`src/rtl/noc_pkg.sv`:
```
// mesh of at most 8x8 routers, unicast only; DataWidth must be at least 17 to hold a head flit
`default_nettype none

package noc_pkg;

  //////////////////////////////////////////////////////////////////////
  // ports and coordinates
  //////////////////////////////////////////////////////////////////////

  localparam int num_ports = 5;

  // index of each router port, also the bit position in a route_t
  typedef enum logic [2:0] {
    port_north = 3'd0,
    port_south = 3'd1,
    port_west  = 3'd2,
    port_east  = 3'd3,
    port_local = 3'd4
  } port_e;

  localparam int coord_w = 3;

  typedef struct packed {
    logic [coord_w-1:0] x;
    logic [coord_w-1:0] y;
  } xy_t;

  // one-hot output choice, zero means no request
  typedef logic [num_ports-1:0] route_t;

  //////////////////////////////////////////////////////////////////////
  // flit format
  //////////////////////////////////////////////////////////////////////

  // head flit: preamble | source | destination | reserved | route
  typedef struct packed {
    logic head;
    logic tail;
  } preamble_t;

  localparam int fifo_depth_dflt = 4;
  localparam int data_w_dflt     = 32;

  //////////////////////////////////////////////////////////////////////
  // XY dimension-order helpers
  //////////////////////////////////////////////////////////////////////

  // x first, then y, then deliver locally
  function automatic route_t xy_route(xy_t cur, xy_t dest);
    route_t r;
    r = '0;
    if (dest.x > cur.x) begin
      r[port_east] = 1'b1;
    end else if (dest.x < cur.x) begin
      r[port_west] = 1'b1;
    end else if (dest.y > cur.y) begin
      r[port_south] = 1'b1;
    end else if (dest.y < cur.y) begin
      r[port_north] = 1'b1;
    end else begin
      r[port_local] = 1'b1;
    end
    return r;
  endfunction

  // position of the router behind a given output; local stays put
  function automatic xy_t neighbor_xy(xy_t cur, port_e port);
    xy_t nb;
    nb = cur;
    case (port)
      port_north: nb.y = cur.y - 1'b1;
      port_south: nb.y = cur.y + 1'b1;
      port_west:  nb.x = cur.x - 1'b1;
      port_east:  nb.x = cur.x + 1'b1;
      default:    nb = cur;
    endcase
    return nb;
  endfunction

endpackage

`default_nettype wire

```
`src/rtl/lookahead_route.sv`:
```
// combinational; position at the mesh edge must not be routed off the mesh by the caller
`default_nettype none

module lookahead_route (
  input  noc_pkg::xy_t    position_i,
  input  noc_pkg::port_e  out_port_i,
  input  noc_pkg::xy_t    dest_i,
  output noc_pkg::route_t next_route_o
);

  noc_pkg::xy_t next_pos;

  // router that receives the flit through this output
  assign next_pos = noc_pkg::neighbor_xy(position_i, out_port_i);

  //////////////////////////////////////////////////////////////////////
  // route decision made one hop ahead
  //////////////////////////////////////////////////////////////////////

  always_comb begin
    if (out_port_i == noc_pkg::port_local) begin
      // worm leaves the network here
      next_route_o = '0;
    end else begin
      next_route_o = noc_pkg::xy_route(next_pos, dest_i);
    end
  end

endmodule

`default_nettype wire

```
`src/rtl/mesh_router.sv`:
```
// five-port XY wormhole router; position_i must stay static and inside an 8x8 mesh
`default_nettype none

module mesh_router #(
  parameter int DataWidth = noc_pkg::data_w_dflt,
  parameter int FifoDepth = noc_pkg::fifo_depth_dflt
) (
  input  logic                 clk,
  input  logic                 rst,
  input  noc_pkg::xy_t         position_i,
  input  logic [DataWidth+1:0] data_n_i,
  input  logic [DataWidth+1:0] data_s_i,
  input  logic [DataWidth+1:0] data_w_i,
  input  logic [DataWidth+1:0] data_e_i,
  input  logic [DataWidth+1:0] data_l_i,
  input  logic [4:0]           void_i,
  output logic [4:0]           stop_o,
  output logic [DataWidth+1:0] data_n_o,
  output logic [DataWidth+1:0] data_s_o,
  output logic [DataWidth+1:0] data_w_o,
  output logic [DataWidth+1:0] data_e_o,
  output logic [DataWidth+1:0] data_l_o,
  output logic [4:0]           void_o,
  input  logic [4:0]           stop_i
);

  localparam int NumPorts = noc_pkg::num_ports;

  logic [NumPorts-1:0][DataWidth+1:0]  in_data;
  logic [NumPorts-1:0][DataWidth+1:0]  out_data;
  logic [NumPorts-1:0][DataWidth+1:0]  head_flit;
  logic [NumPorts-1:0]                 head_valid;
  logic [NumPorts-1:0]                 pop_any;
  noc_pkg::route_t [NumPorts-1:0]      req;
  // row o holds the one-hot input choice of output o
  logic [NumPorts-1:0][NumPorts-1:0]   pop_mat;

  assign in_data[noc_pkg::port_north] = data_n_i;
  assign in_data[noc_pkg::port_south] = data_s_i;
  assign in_data[noc_pkg::port_west]  = data_w_i;
  assign in_data[noc_pkg::port_east]  = data_e_i;
  assign in_data[noc_pkg::port_local] = data_l_i;

  assign data_n_o = out_data[noc_pkg::port_north];
  assign data_s_o = out_data[noc_pkg::port_south];
  assign data_w_o = out_data[noc_pkg::port_west];
  assign data_e_o = out_data[noc_pkg::port_east];
  assign data_l_o = out_data[noc_pkg::port_local];

  // an input is read when any output selects it
  always_comb begin
    pop_any = '0;
    for (int o = 0; o < NumPorts; o++) begin
      pop_any |= pop_mat[o];
    end
  end

  for (genvar g = 0; g < NumPorts; g++) begin : gen_port
    router_input_unit #(
      .DataWidth(DataWidth),
      .FifoDepth(FifoDepth)
    ) u_in (
      .clk         (clk),
      .rst         (rst),
      .data_i      (in_data[g]),
      .void_i      (void_i[g]),
      .pop_i       (pop_any[g]),
      .full_o      (stop_o[g]),
      .head_valid_o(head_valid[g]),
      .head_flit_o (head_flit[g]),
      .req_o       (req[g])
    );

    output_port #(
      .DataWidth(DataWidth)
    ) u_out (
      .clk         (clk),
      .rst         (rst),
      .position_i  (position_i),
      .out_port_i  (noc_pkg::port_e'(g)),
      .head_flit_i (head_flit),
      .head_valid_i(head_valid),
      .req_i       (req),
      .stop_i      (stop_i[g]),
      .pop_o       (pop_mat[g]),
      .data_o      (out_data[g]),
      .void_o      (void_o[g])
    );
  end

endmodule

`default_nettype wire

```
`src/rtl/output_arbiter.sv`:
```
// round-robin over five inputs; reserve_i and tail_done_i must never be high together
`default_nettype none

module output_arbiter (
  input  logic                            clk,
  input  logic                            rst,
  input  logic [noc_pkg::num_ports-1:0]   req_i,
  input  logic                            reserve_i,
  input  logic                            tail_done_i,
  output noc_pkg::route_t                 grant_o,
  output logic                            grant_valid_o
);

  localparam int NumPorts = noc_pkg::num_ports;

  logic            lock_q;
  noc_pkg::route_t grant_q;
  noc_pkg::route_t rr_grant;
  logic [2:0]      ptr_q;
  logic [2:0]      win_idx;

  // first requester at or after the priority pointer
  always_comb begin : rr_pick
    int   idx;
    logic found;
    rr_grant = '0;
    win_idx  = ptr_q;
    found    = 1'b0;
    for (int k = 0; k < NumPorts; k++) begin
      idx = (int'(ptr_q) + k) % NumPorts;
      if (!found && req_i[idx]) begin
        found         = 1'b1;
        rr_grant[idx] = 1'b1;
        win_idx       = 3'(idx);
      end
    end
  end

  // locked grant wins for the rest of the worm
  assign grant_o       = lock_q ? grant_q : rr_grant;
  assign grant_valid_o = lock_q | (|rr_grant);

  always_ff @(posedge clk) begin
    if (rst) begin
      lock_q  <= 1'b0;
      grant_q <= '0;
      ptr_q   <= '0;
    end else if (tail_done_i) begin
      lock_q  <= 1'b0;
      grant_q <= '0;
    end else if (reserve_i && !lock_q && (|rr_grant)) begin
      lock_q  <= 1'b1;
      grant_q <= rr_grant;
      // winner drops to lowest priority
      ptr_q   <= (win_idx == 3'(NumPorts - 1)) ? 3'd0 : win_idx + 3'd1;
    end
  end

  // the granted input keeps requesting until its tail has left
  a_locked_grant_requested: assert property (@(posedge clk) disable iff (rst)
    lock_q |-> |(grant_q & req_i))
    else $error("output arbiter: locked grant lost its request");

endmodule

`default_nettype wire

```
`src/rtl/output_port.sv`:
```
// registered output with stop/void handshake; stop_i high freezes data_o, void_o and the input
`default_nettype none

module output_port #(
  parameter int DataWidth = noc_pkg::data_w_dflt
) (
  input  logic                                            clk,
  input  logic                                            rst,
  input  noc_pkg::xy_t                                    position_i,
  input  noc_pkg::port_e                                  out_port_i,
  input  logic [noc_pkg::num_ports-1:0][DataWidth+1:0]    head_flit_i,
  input  logic [noc_pkg::num_ports-1:0]                   head_valid_i,
  input  noc_pkg::route_t [noc_pkg::num_ports-1:0]        req_i,
  input  logic                                            stop_i,
  output logic [noc_pkg::num_ports-1:0]                   pop_o,
  output logic [DataWidth+1:0]                            data_o,
  output logic                                            void_o
);

  localparam int NumPorts = noc_pkg::num_ports;
  localparam int XyW      = $bits(noc_pkg::xy_t);
  localparam int RouteW   = $bits(noc_pkg::route_t);

  typedef enum logic [1:0] {
    st_reserve = 2'd0,
    st_head    = 2'd1,
    st_payload = 2'd2
  } state_e;

  state_e               state_q;
  state_e               state_d;
  logic [NumPorts-1:0]  own_req;
  noc_pkg::route_t      grant;
  logic                 grant_valid;
  logic                 reserve;
  logic                 fwd;
  logic                 tail_done;
  logic                 sel_valid;
  logic [DataWidth+1:0] sel_flit;
  logic [DataWidth+1:0] out_flit;
  noc_pkg::preamble_t   sel_pre;
  noc_pkg::xy_t         sel_dest;
  noc_pkg::route_t      next_route;

  // each input's request bit for this output
  always_comb begin
    for (int i = 0; i < NumPorts; i++) begin
      own_req[i] = req_i[i][out_port_i];
    end
  end

  output_arbiter u_arb (
    .clk          (clk),
    .rst          (rst),
    .req_i        (own_req),
    .reserve_i    (reserve),
    .tail_done_i  (tail_done),
    .grant_o      (grant),
    .grant_valid_o(grant_valid)
  );

  //////////////////////////////////////////////////////////////////////
  // crossbar column and look-ahead field
  //////////////////////////////////////////////////////////////////////

  always_comb begin
    sel_flit  = '0;
    sel_valid = 1'b0;
    for (int i = 0; i < NumPorts; i++) begin
      if (grant[i]) begin
        sel_flit  = head_flit_i[i];
        sel_valid = head_valid_i[i];
      end
    end
  end

  assign sel_pre  = sel_flit[DataWidth+1:DataWidth];
  assign sel_dest = sel_flit[DataWidth-XyW-1:DataWidth-2*XyW];

  lookahead_route u_la (
    .position_i  (position_i),
    .out_port_i  (out_port_i),
    .dest_i      (sel_dest),
    .next_route_o(next_route)
  );

  // only the head of a worm gets the next hop's route
  assign out_flit = (state_q == st_head) ? {sel_flit[DataWidth+1:RouteW], next_route} : sel_flit;

  //////////////////////////////////////////////////////////////////////
  // flow control FSM
  //////////////////////////////////////////////////////////////////////

  assign reserve   = (state_q == st_reserve) && grant_valid && !stop_i;
  assign fwd       = (state_q != st_reserve) && sel_valid && !stop_i;
  assign tail_done = fwd && sel_pre.tail;
  assign pop_o     = fwd ? grant : '0;

  always_comb begin
    state_d = state_q;
    case (state_q)
      st_reserve: begin
        if (reserve) begin
          state_d = st_head;
        end
      end
      st_head: begin
        if (fwd) begin
          // single-flit packet goes straight back to reserve
          state_d = sel_pre.tail ? st_reserve : st_payload;
        end
      end
      st_payload: begin
        if (tail_done) begin
          state_d = st_reserve;
        end
      end
      default: state_d = st_reserve;
    endcase
  end

  always_ff @(posedge clk) begin
    if (rst) begin
      state_q <= st_reserve;
    end else begin
      state_q <= state_d;
    end
  end

  // output register, held while downstream stops
  always_ff @(posedge clk) begin
    if (rst) begin
      void_o <= 1'b1;
    end else if (!stop_i) begin
      void_o <= ~fwd;
    end
  end

  always_ff @(posedge clk) begin
    if (fwd) begin
      data_o <= out_flit;
    end
  end

  // input queue ordering must place a head first in every worm
  a_head_state_carries_head: assert property (@(posedge clk) disable iff (rst)
    (state_q == st_head && fwd) |-> sel_pre.head)
    else $error("output port: worm started by a non-head flit");

endmodule

`default_nettype wire

```
`src/rtl/router_input_unit.sv`:
```
// sender must keep void_i high while full_o is high; at most one pop per cycle across outputs
`default_nettype none

module router_input_unit #(
  parameter int DataWidth = noc_pkg::data_w_dflt,
  parameter int FifoDepth = noc_pkg::fifo_depth_dflt
) (
  input  logic                 clk,
  input  logic                 rst,
  input  logic [DataWidth+1:0] data_i,
  input  logic                 void_i,
  input  logic                 pop_i,
  output logic                 full_o,
  output logic                 head_valid_o,
  output logic [DataWidth+1:0] head_flit_o,
  output noc_pkg::route_t      req_o
);

  localparam int PtrW = (FifoDepth > 1) ? $clog2(FifoDepth) : 1;

  logic [DataWidth+1:0] mem_q [FifoDepth];
  logic [PtrW-1:0]      wr_ptr_q;
  logic [PtrW-1:0]      rd_ptr_q;
  logic [PtrW:0]        count_q;
  logic                 push;
  logic                 pop;
  noc_pkg::preamble_t   head_pre;
  noc_pkg::route_t      held_req_q;

  // wrap for depths that are not a power of two
  function automatic logic [PtrW-1:0] ptr_inc(logic [PtrW-1:0] p);
    return (p == PtrW'(FifoDepth - 1)) ? '0 : p + 1'b1;
  endfunction

  assign full_o       = (count_q == (PtrW+1)'(FifoDepth));
  assign head_valid_o = (count_q != '0);
  assign push         = ~void_i & ~full_o;
  assign pop          = pop_i & head_valid_o;
  assign head_flit_o  = mem_q[rd_ptr_q];
  assign head_pre     = head_flit_o[DataWidth+1:DataWidth];

  always_ff @(posedge clk) begin
    if (push) begin
      mem_q[wr_ptr_q] <= data_i;
    end
  end

  always_ff @(posedge clk) begin
    if (rst) begin
      wr_ptr_q <= '0;
      rd_ptr_q <= '0;
      count_q  <= '0;
    end else begin
      if (push) begin
        wr_ptr_q <= ptr_inc(wr_ptr_q);
      end
      if (pop) begin
        rd_ptr_q <= ptr_inc(rd_ptr_q);
      end
      if (push && !pop) begin
        count_q <= count_q + 1'b1;
      end else if (pop && !push) begin
        count_q <= count_q - 1'b1;
      end
    end
  end

  // request of the worm in flight, kept until its tail leaves
  always_ff @(posedge clk) begin
    if (rst) begin
      held_req_q <= '0;
    end else if (pop && head_pre.tail) begin
      held_req_q <= '0;
    end else if (pop && head_pre.head) begin
      held_req_q <= head_flit_o[$bits(noc_pkg::route_t)-1:0];
    end
  end

  assign req_o = (head_valid_o && head_pre.head) ?
                 head_flit_o[$bits(noc_pkg::route_t)-1:0] : held_req_q;

  // upstream router honours stop_o
  a_no_write_when_full: assert property (@(posedge clk) disable iff (rst)
    !void_i |-> !full_o)
    else $error("input unit: flit offered while queue full");

  // output ports only read a queue that holds a flit
  a_pop_needs_head: assert property (@(posedge clk) disable iff (rst)
    pop_i |-> head_valid_o)
    else $error("input unit: pop of an empty queue");

endmodule

`default_nettype wire

```
`config.mk`:
```
export PLATFORM = sky130hd
export DESIGN_NAME = mesh_router
export DESIGN_NICKNAME = d
export VERILOG_FILES = /design/src/rtl/noc_pkg.sv /design/src/rtl/lookahead_route.sv /design/src/rtl/mesh_router.sv /design/src/rtl/output_arbiter.sv /design/src/rtl/output_port.sv /design/src/rtl/router_input_unit.sv
export SDC_FILE = /design/constraint.sdc
export NUM_CORES = 2
export LEC_CHECK = 0
export ABC_AREA = 1
export BUFFER_PORTS_ARGS = -buffer_cell sky130_fd_sc_hd__buf_2
export CORE_MARGIN = 3
export CORE_UTILIZATION = 43
export DETAILED_ROUTE_END_ITERATION = 8
export PLACE_DENSITY = 0.7
export SETUP_SLACK_MARGIN = 0.2
export SYNTH_ARGS = -nofsm -noshare
export SYNTH_HDL_FRONTEND = slang
export SYNTH_SLANG_ARGS = --single-unit
```
`constraint.sdc`:
```
create_clock -name clk -period 6.2 [get_ports clk]
set_clock_uncertainty 0.1 [all_clocks]
set_input_delay 0.93 -clock clk [delete_from_list [all_inputs] [get_ports clk]]
set_output_delay 0.93 -clock clk [all_outputs]
set_load 0.1 [all_outputs]
```
==> summary.txt <==
Setup path
  • Slowest stage cell, crit path: fa_1
  • Capture point of the worst reg-to-reg path: gen_port[3].u_in.count_q[2]$_SDFFE_PP0P_
  • Worst path buffer plus inverter count: 7
  • CP Launch Type: flop
  • Max incr delay on CP: 0.38 ns
  • CP endpoint kind: flop
  • Levels on crit path: 40
  • Crit Path Category: flop to flop
  • R2R setup slack: 0.41 ns
  • Setup crit start: gen_port[0].u_out.u_arb.ptr_q[0]$_SDFFE_PP0P_
  • WP data required: just under 7 ns
  • Top cell by count, worst path: nand2_1
  • Crit path max-delay family: simple AND/OR/NAND/NOR gates
  • CP arrival: 6.35 ns
  • RR Startpoint: gen_port[0].u_out.u_arb.ptr_q[0]$_SDFFE_PP0P_
  • Depth of the most critical reg-to-reg path: 40
  • Crit path to: gen_port[3].u_in.count_q[2]$_SDFFE_PP0P_
  • Highest net fanout along the worst path: 18

Timing
  • Final setup vio count: 0
  • Post-layout minimum cycle time: about 5.8 ns
  • Worst-Margin Slew: 1.27 ns
  • Fin Setup TNS: 0 ns
  • Fin crit share: between 90% and 100%
  • Final count of pins violating max slew: 0
  • RSZ-0062 raised after global routing: yes
  • Hold Vio Cnt, Final: 0
  • Fmax: 0.173 GHz
  • Final worst slack: 0.410 ns
  • Relative slew slack: between 10% and 20%

Yosys
  • Synthesized flop and latch total: 980
  • Cells after Synth: 6283
  • Synth cell types: 75
  • Avg Cell Area, Syn: 8.90 um^2
  • Seq/Total Area, Yosys: 50.3%
  • Mapped cell area: ~56000 um^2
  • Post-synth EDFFs: 850
  • Most common flop cell mapped by yosys: edfxtp_1
  • Async set or reset register ratio after synthesis: 0%
  • Syn_nets: roughly 6700
  • Syn. warnings: 0

Cells and area
  • Layout cells sized above 1: 21.5%
  • Nets: 7247
  • Most common cell after layout, fill and taps aside: nand2_1
  • Post-layout util: 51.5%
  • Commonest cells after routing, fill and taps aside: 1242 x nand2_1, 850 x edfxtp_1, 535 x inv_1
  • Post-Layout Cell Count: 8664
  • P&R area growth vs syn: 18.2%

Clock network
  • Root Buffer: clkbuf_16
  • CTS max path bufs: 3
  • H-Tree Depth: 3
  • CTS clock-pin slew for the worst setup and hold paths: around 0.070 ns
  • Clk Latency, worst-skew pair: 0.74 ns
  • Num CTS Buffers: between 90 and 100
  • CTS tree: built
  • Clk sinks: 980

Route
  • WL final: 209000 um
  • Via count: 50400
  • Post-DRT Antenna Nets: 0
  • Vias per cell: 5.81
  • Iteration-0 DRC Markers: around 5700
  • # DRC: 0
  • Detailed Routing Iterations Pass 1: 7
  • WL/cell: 24.1 um

GRT
  • Initial antenna violation count: 39
  • Vias in the first global route: around 46000
  • GR Overflow Total: 0
  • Gr usage total: 29.5%
  • Largest net degree at the start of global routing: 62
  • Global-route wire length before repair: around 300000 um

Die
  • Die H: 367 um
  • Num rows: 131
  • Core area: 128000 um^2
  • Die X: 367 um
  • Die ar.: 134000 um^2
  • Initial Util: 43.6%
  • Ports: 368

Placement
  • Setup WS pre-CTS: -0.121 ns
  • Hpwl dp: 153000 um
  • PortBufs: 367
  • Final GP Congestion: 0.977
  • Placed cell count: 8370

Status
  • Outcome: finished, final reports clean

Hold path
  • Min-delay src: data_e_i[10]
  • Min-Delay Path Depth: 1
  • Min-delay worst type: input pin to flop

Flow run
  • Maxcap violations: 0
## through the flow
stage          area, um^2  hold slack [ns]
6_report            66100            0.293
5_1_grt             66100            0.271
4_1_cts             64300            0.237
3_5_place_dp        60900            0.356
3_3_place_gp        60900            0.351
2_1_floorplan       55900            0.335
## how the worst min path moves through the flow
stage | to | slack, ns
finish | gen_port[3].u_in.mem_q[3][10]$_DFFE_PP_ | 0.29
detailed placement | gen_port[0].u_out.u_arb.grant_q[0]$_SDFFE_PP0P_ | 0.36
floorplan | gen_port[3].u_out.u_arb.grant_q[0]$_SDFFE_PP0P_ | 0.34
CTS | gen_port[3].u_in.mem_q[1][5]$_DFFE_PP_ | 0.24
global route | gen_port[0].u_in.mem_q[2][8]$_DFFE_PP_ | 0.27
global placement | gen_port[1].u_in.held_req_q[0]$_SDFFE_PP0P_ | 0.35
## flip-flops by register name, summed over array words and instances, names as in the netlist, 10 cells and up, named ones only
signal and count:
gen_port.u_out.state_q 10, gen_port.u_out.data_o 170, gen_port.u_out.u_arb.grant_q 25, gen_port.u_in.count_q 15, gen_port.u_in.wr_ptr_q 10, gen_port.u_in.mem_q 680
gen_port.u_in.held_req_q 25, gen_port.u_out.u_arb.ptr_q 15, gen_port.u_in.rd_ptr_q 10
## final cells by class
| type | count | area (um^2) |
|---|---|---|
| fillers | 11500 | 62200 |
| clock inverters | 52 | 642 |
| flip-flops and latches | 980 | 28100 |
| multi-input cells | 4377 | 25400 |
| repair buffers | 731 | 4720 |
| clock buffers | 125 | 2560 |
| diodes | 22 | 55.1 |
| well taps | 1729 | 2160 |
| inverters | 648 | 2460 |
## timing repair
action / CTS / global route
hold buffers: 0 / 0
buffers inserted: 2 / 90
resized for setup: 39 / 289
hold endpoints to repair: 0 / 0
pin swaps: 6 / 114
cloned: 0 / 3
endpoints found under the setup margin: 21 / 140
## cells in the mapped netlist, types with 49 or more instances
cell type,count,area [um^2]
a21oi_1,282,1410
a31oi_1,66,413
a32oi_1,80,701
buf_2,49,245
clkbuf_1,177,664
dfxtp_1,130,2600
edfxtp_1,850,25500
ha_1,217,2720
inv_1,563,2110
inv_2,69,259
nand2_1,1301,4880
nand2_2,84,526
nand3_1,339,1700
nand4_1,76,475
nor2_1,543,2040
nor3_1,65,325
o211ai_1,139,1040
o21ai_0,510,2550
o21ai_1,55,275
o221ai_1,56,490
o22ai_1,149,932
or2_2,66,413
## per-layer routing
metal	global-route usage (%)	up-vias	part of all wire (%)
met4	16.6	14	6.3
met1	37.6	24100	39
met3	6.39	539	9.4
met2	46.6	2580	45
met5	0	-	0.042
li1	-	23100	-
## logic make-up after synthesis
group | after synthesis | synth area share (%)
simple gates | 2612 | 20.8
buf+inv | 928 | 6.58
compound gates | 1497 | 16.4
flops | 980 | 50.3
fa+ha+maj | 224 | 5.11
xor+xnor | 42 | 0.738
Power is not shown: default switching activity piles up to over one toggle a cycle in this logic, so the estimate is an artifact.
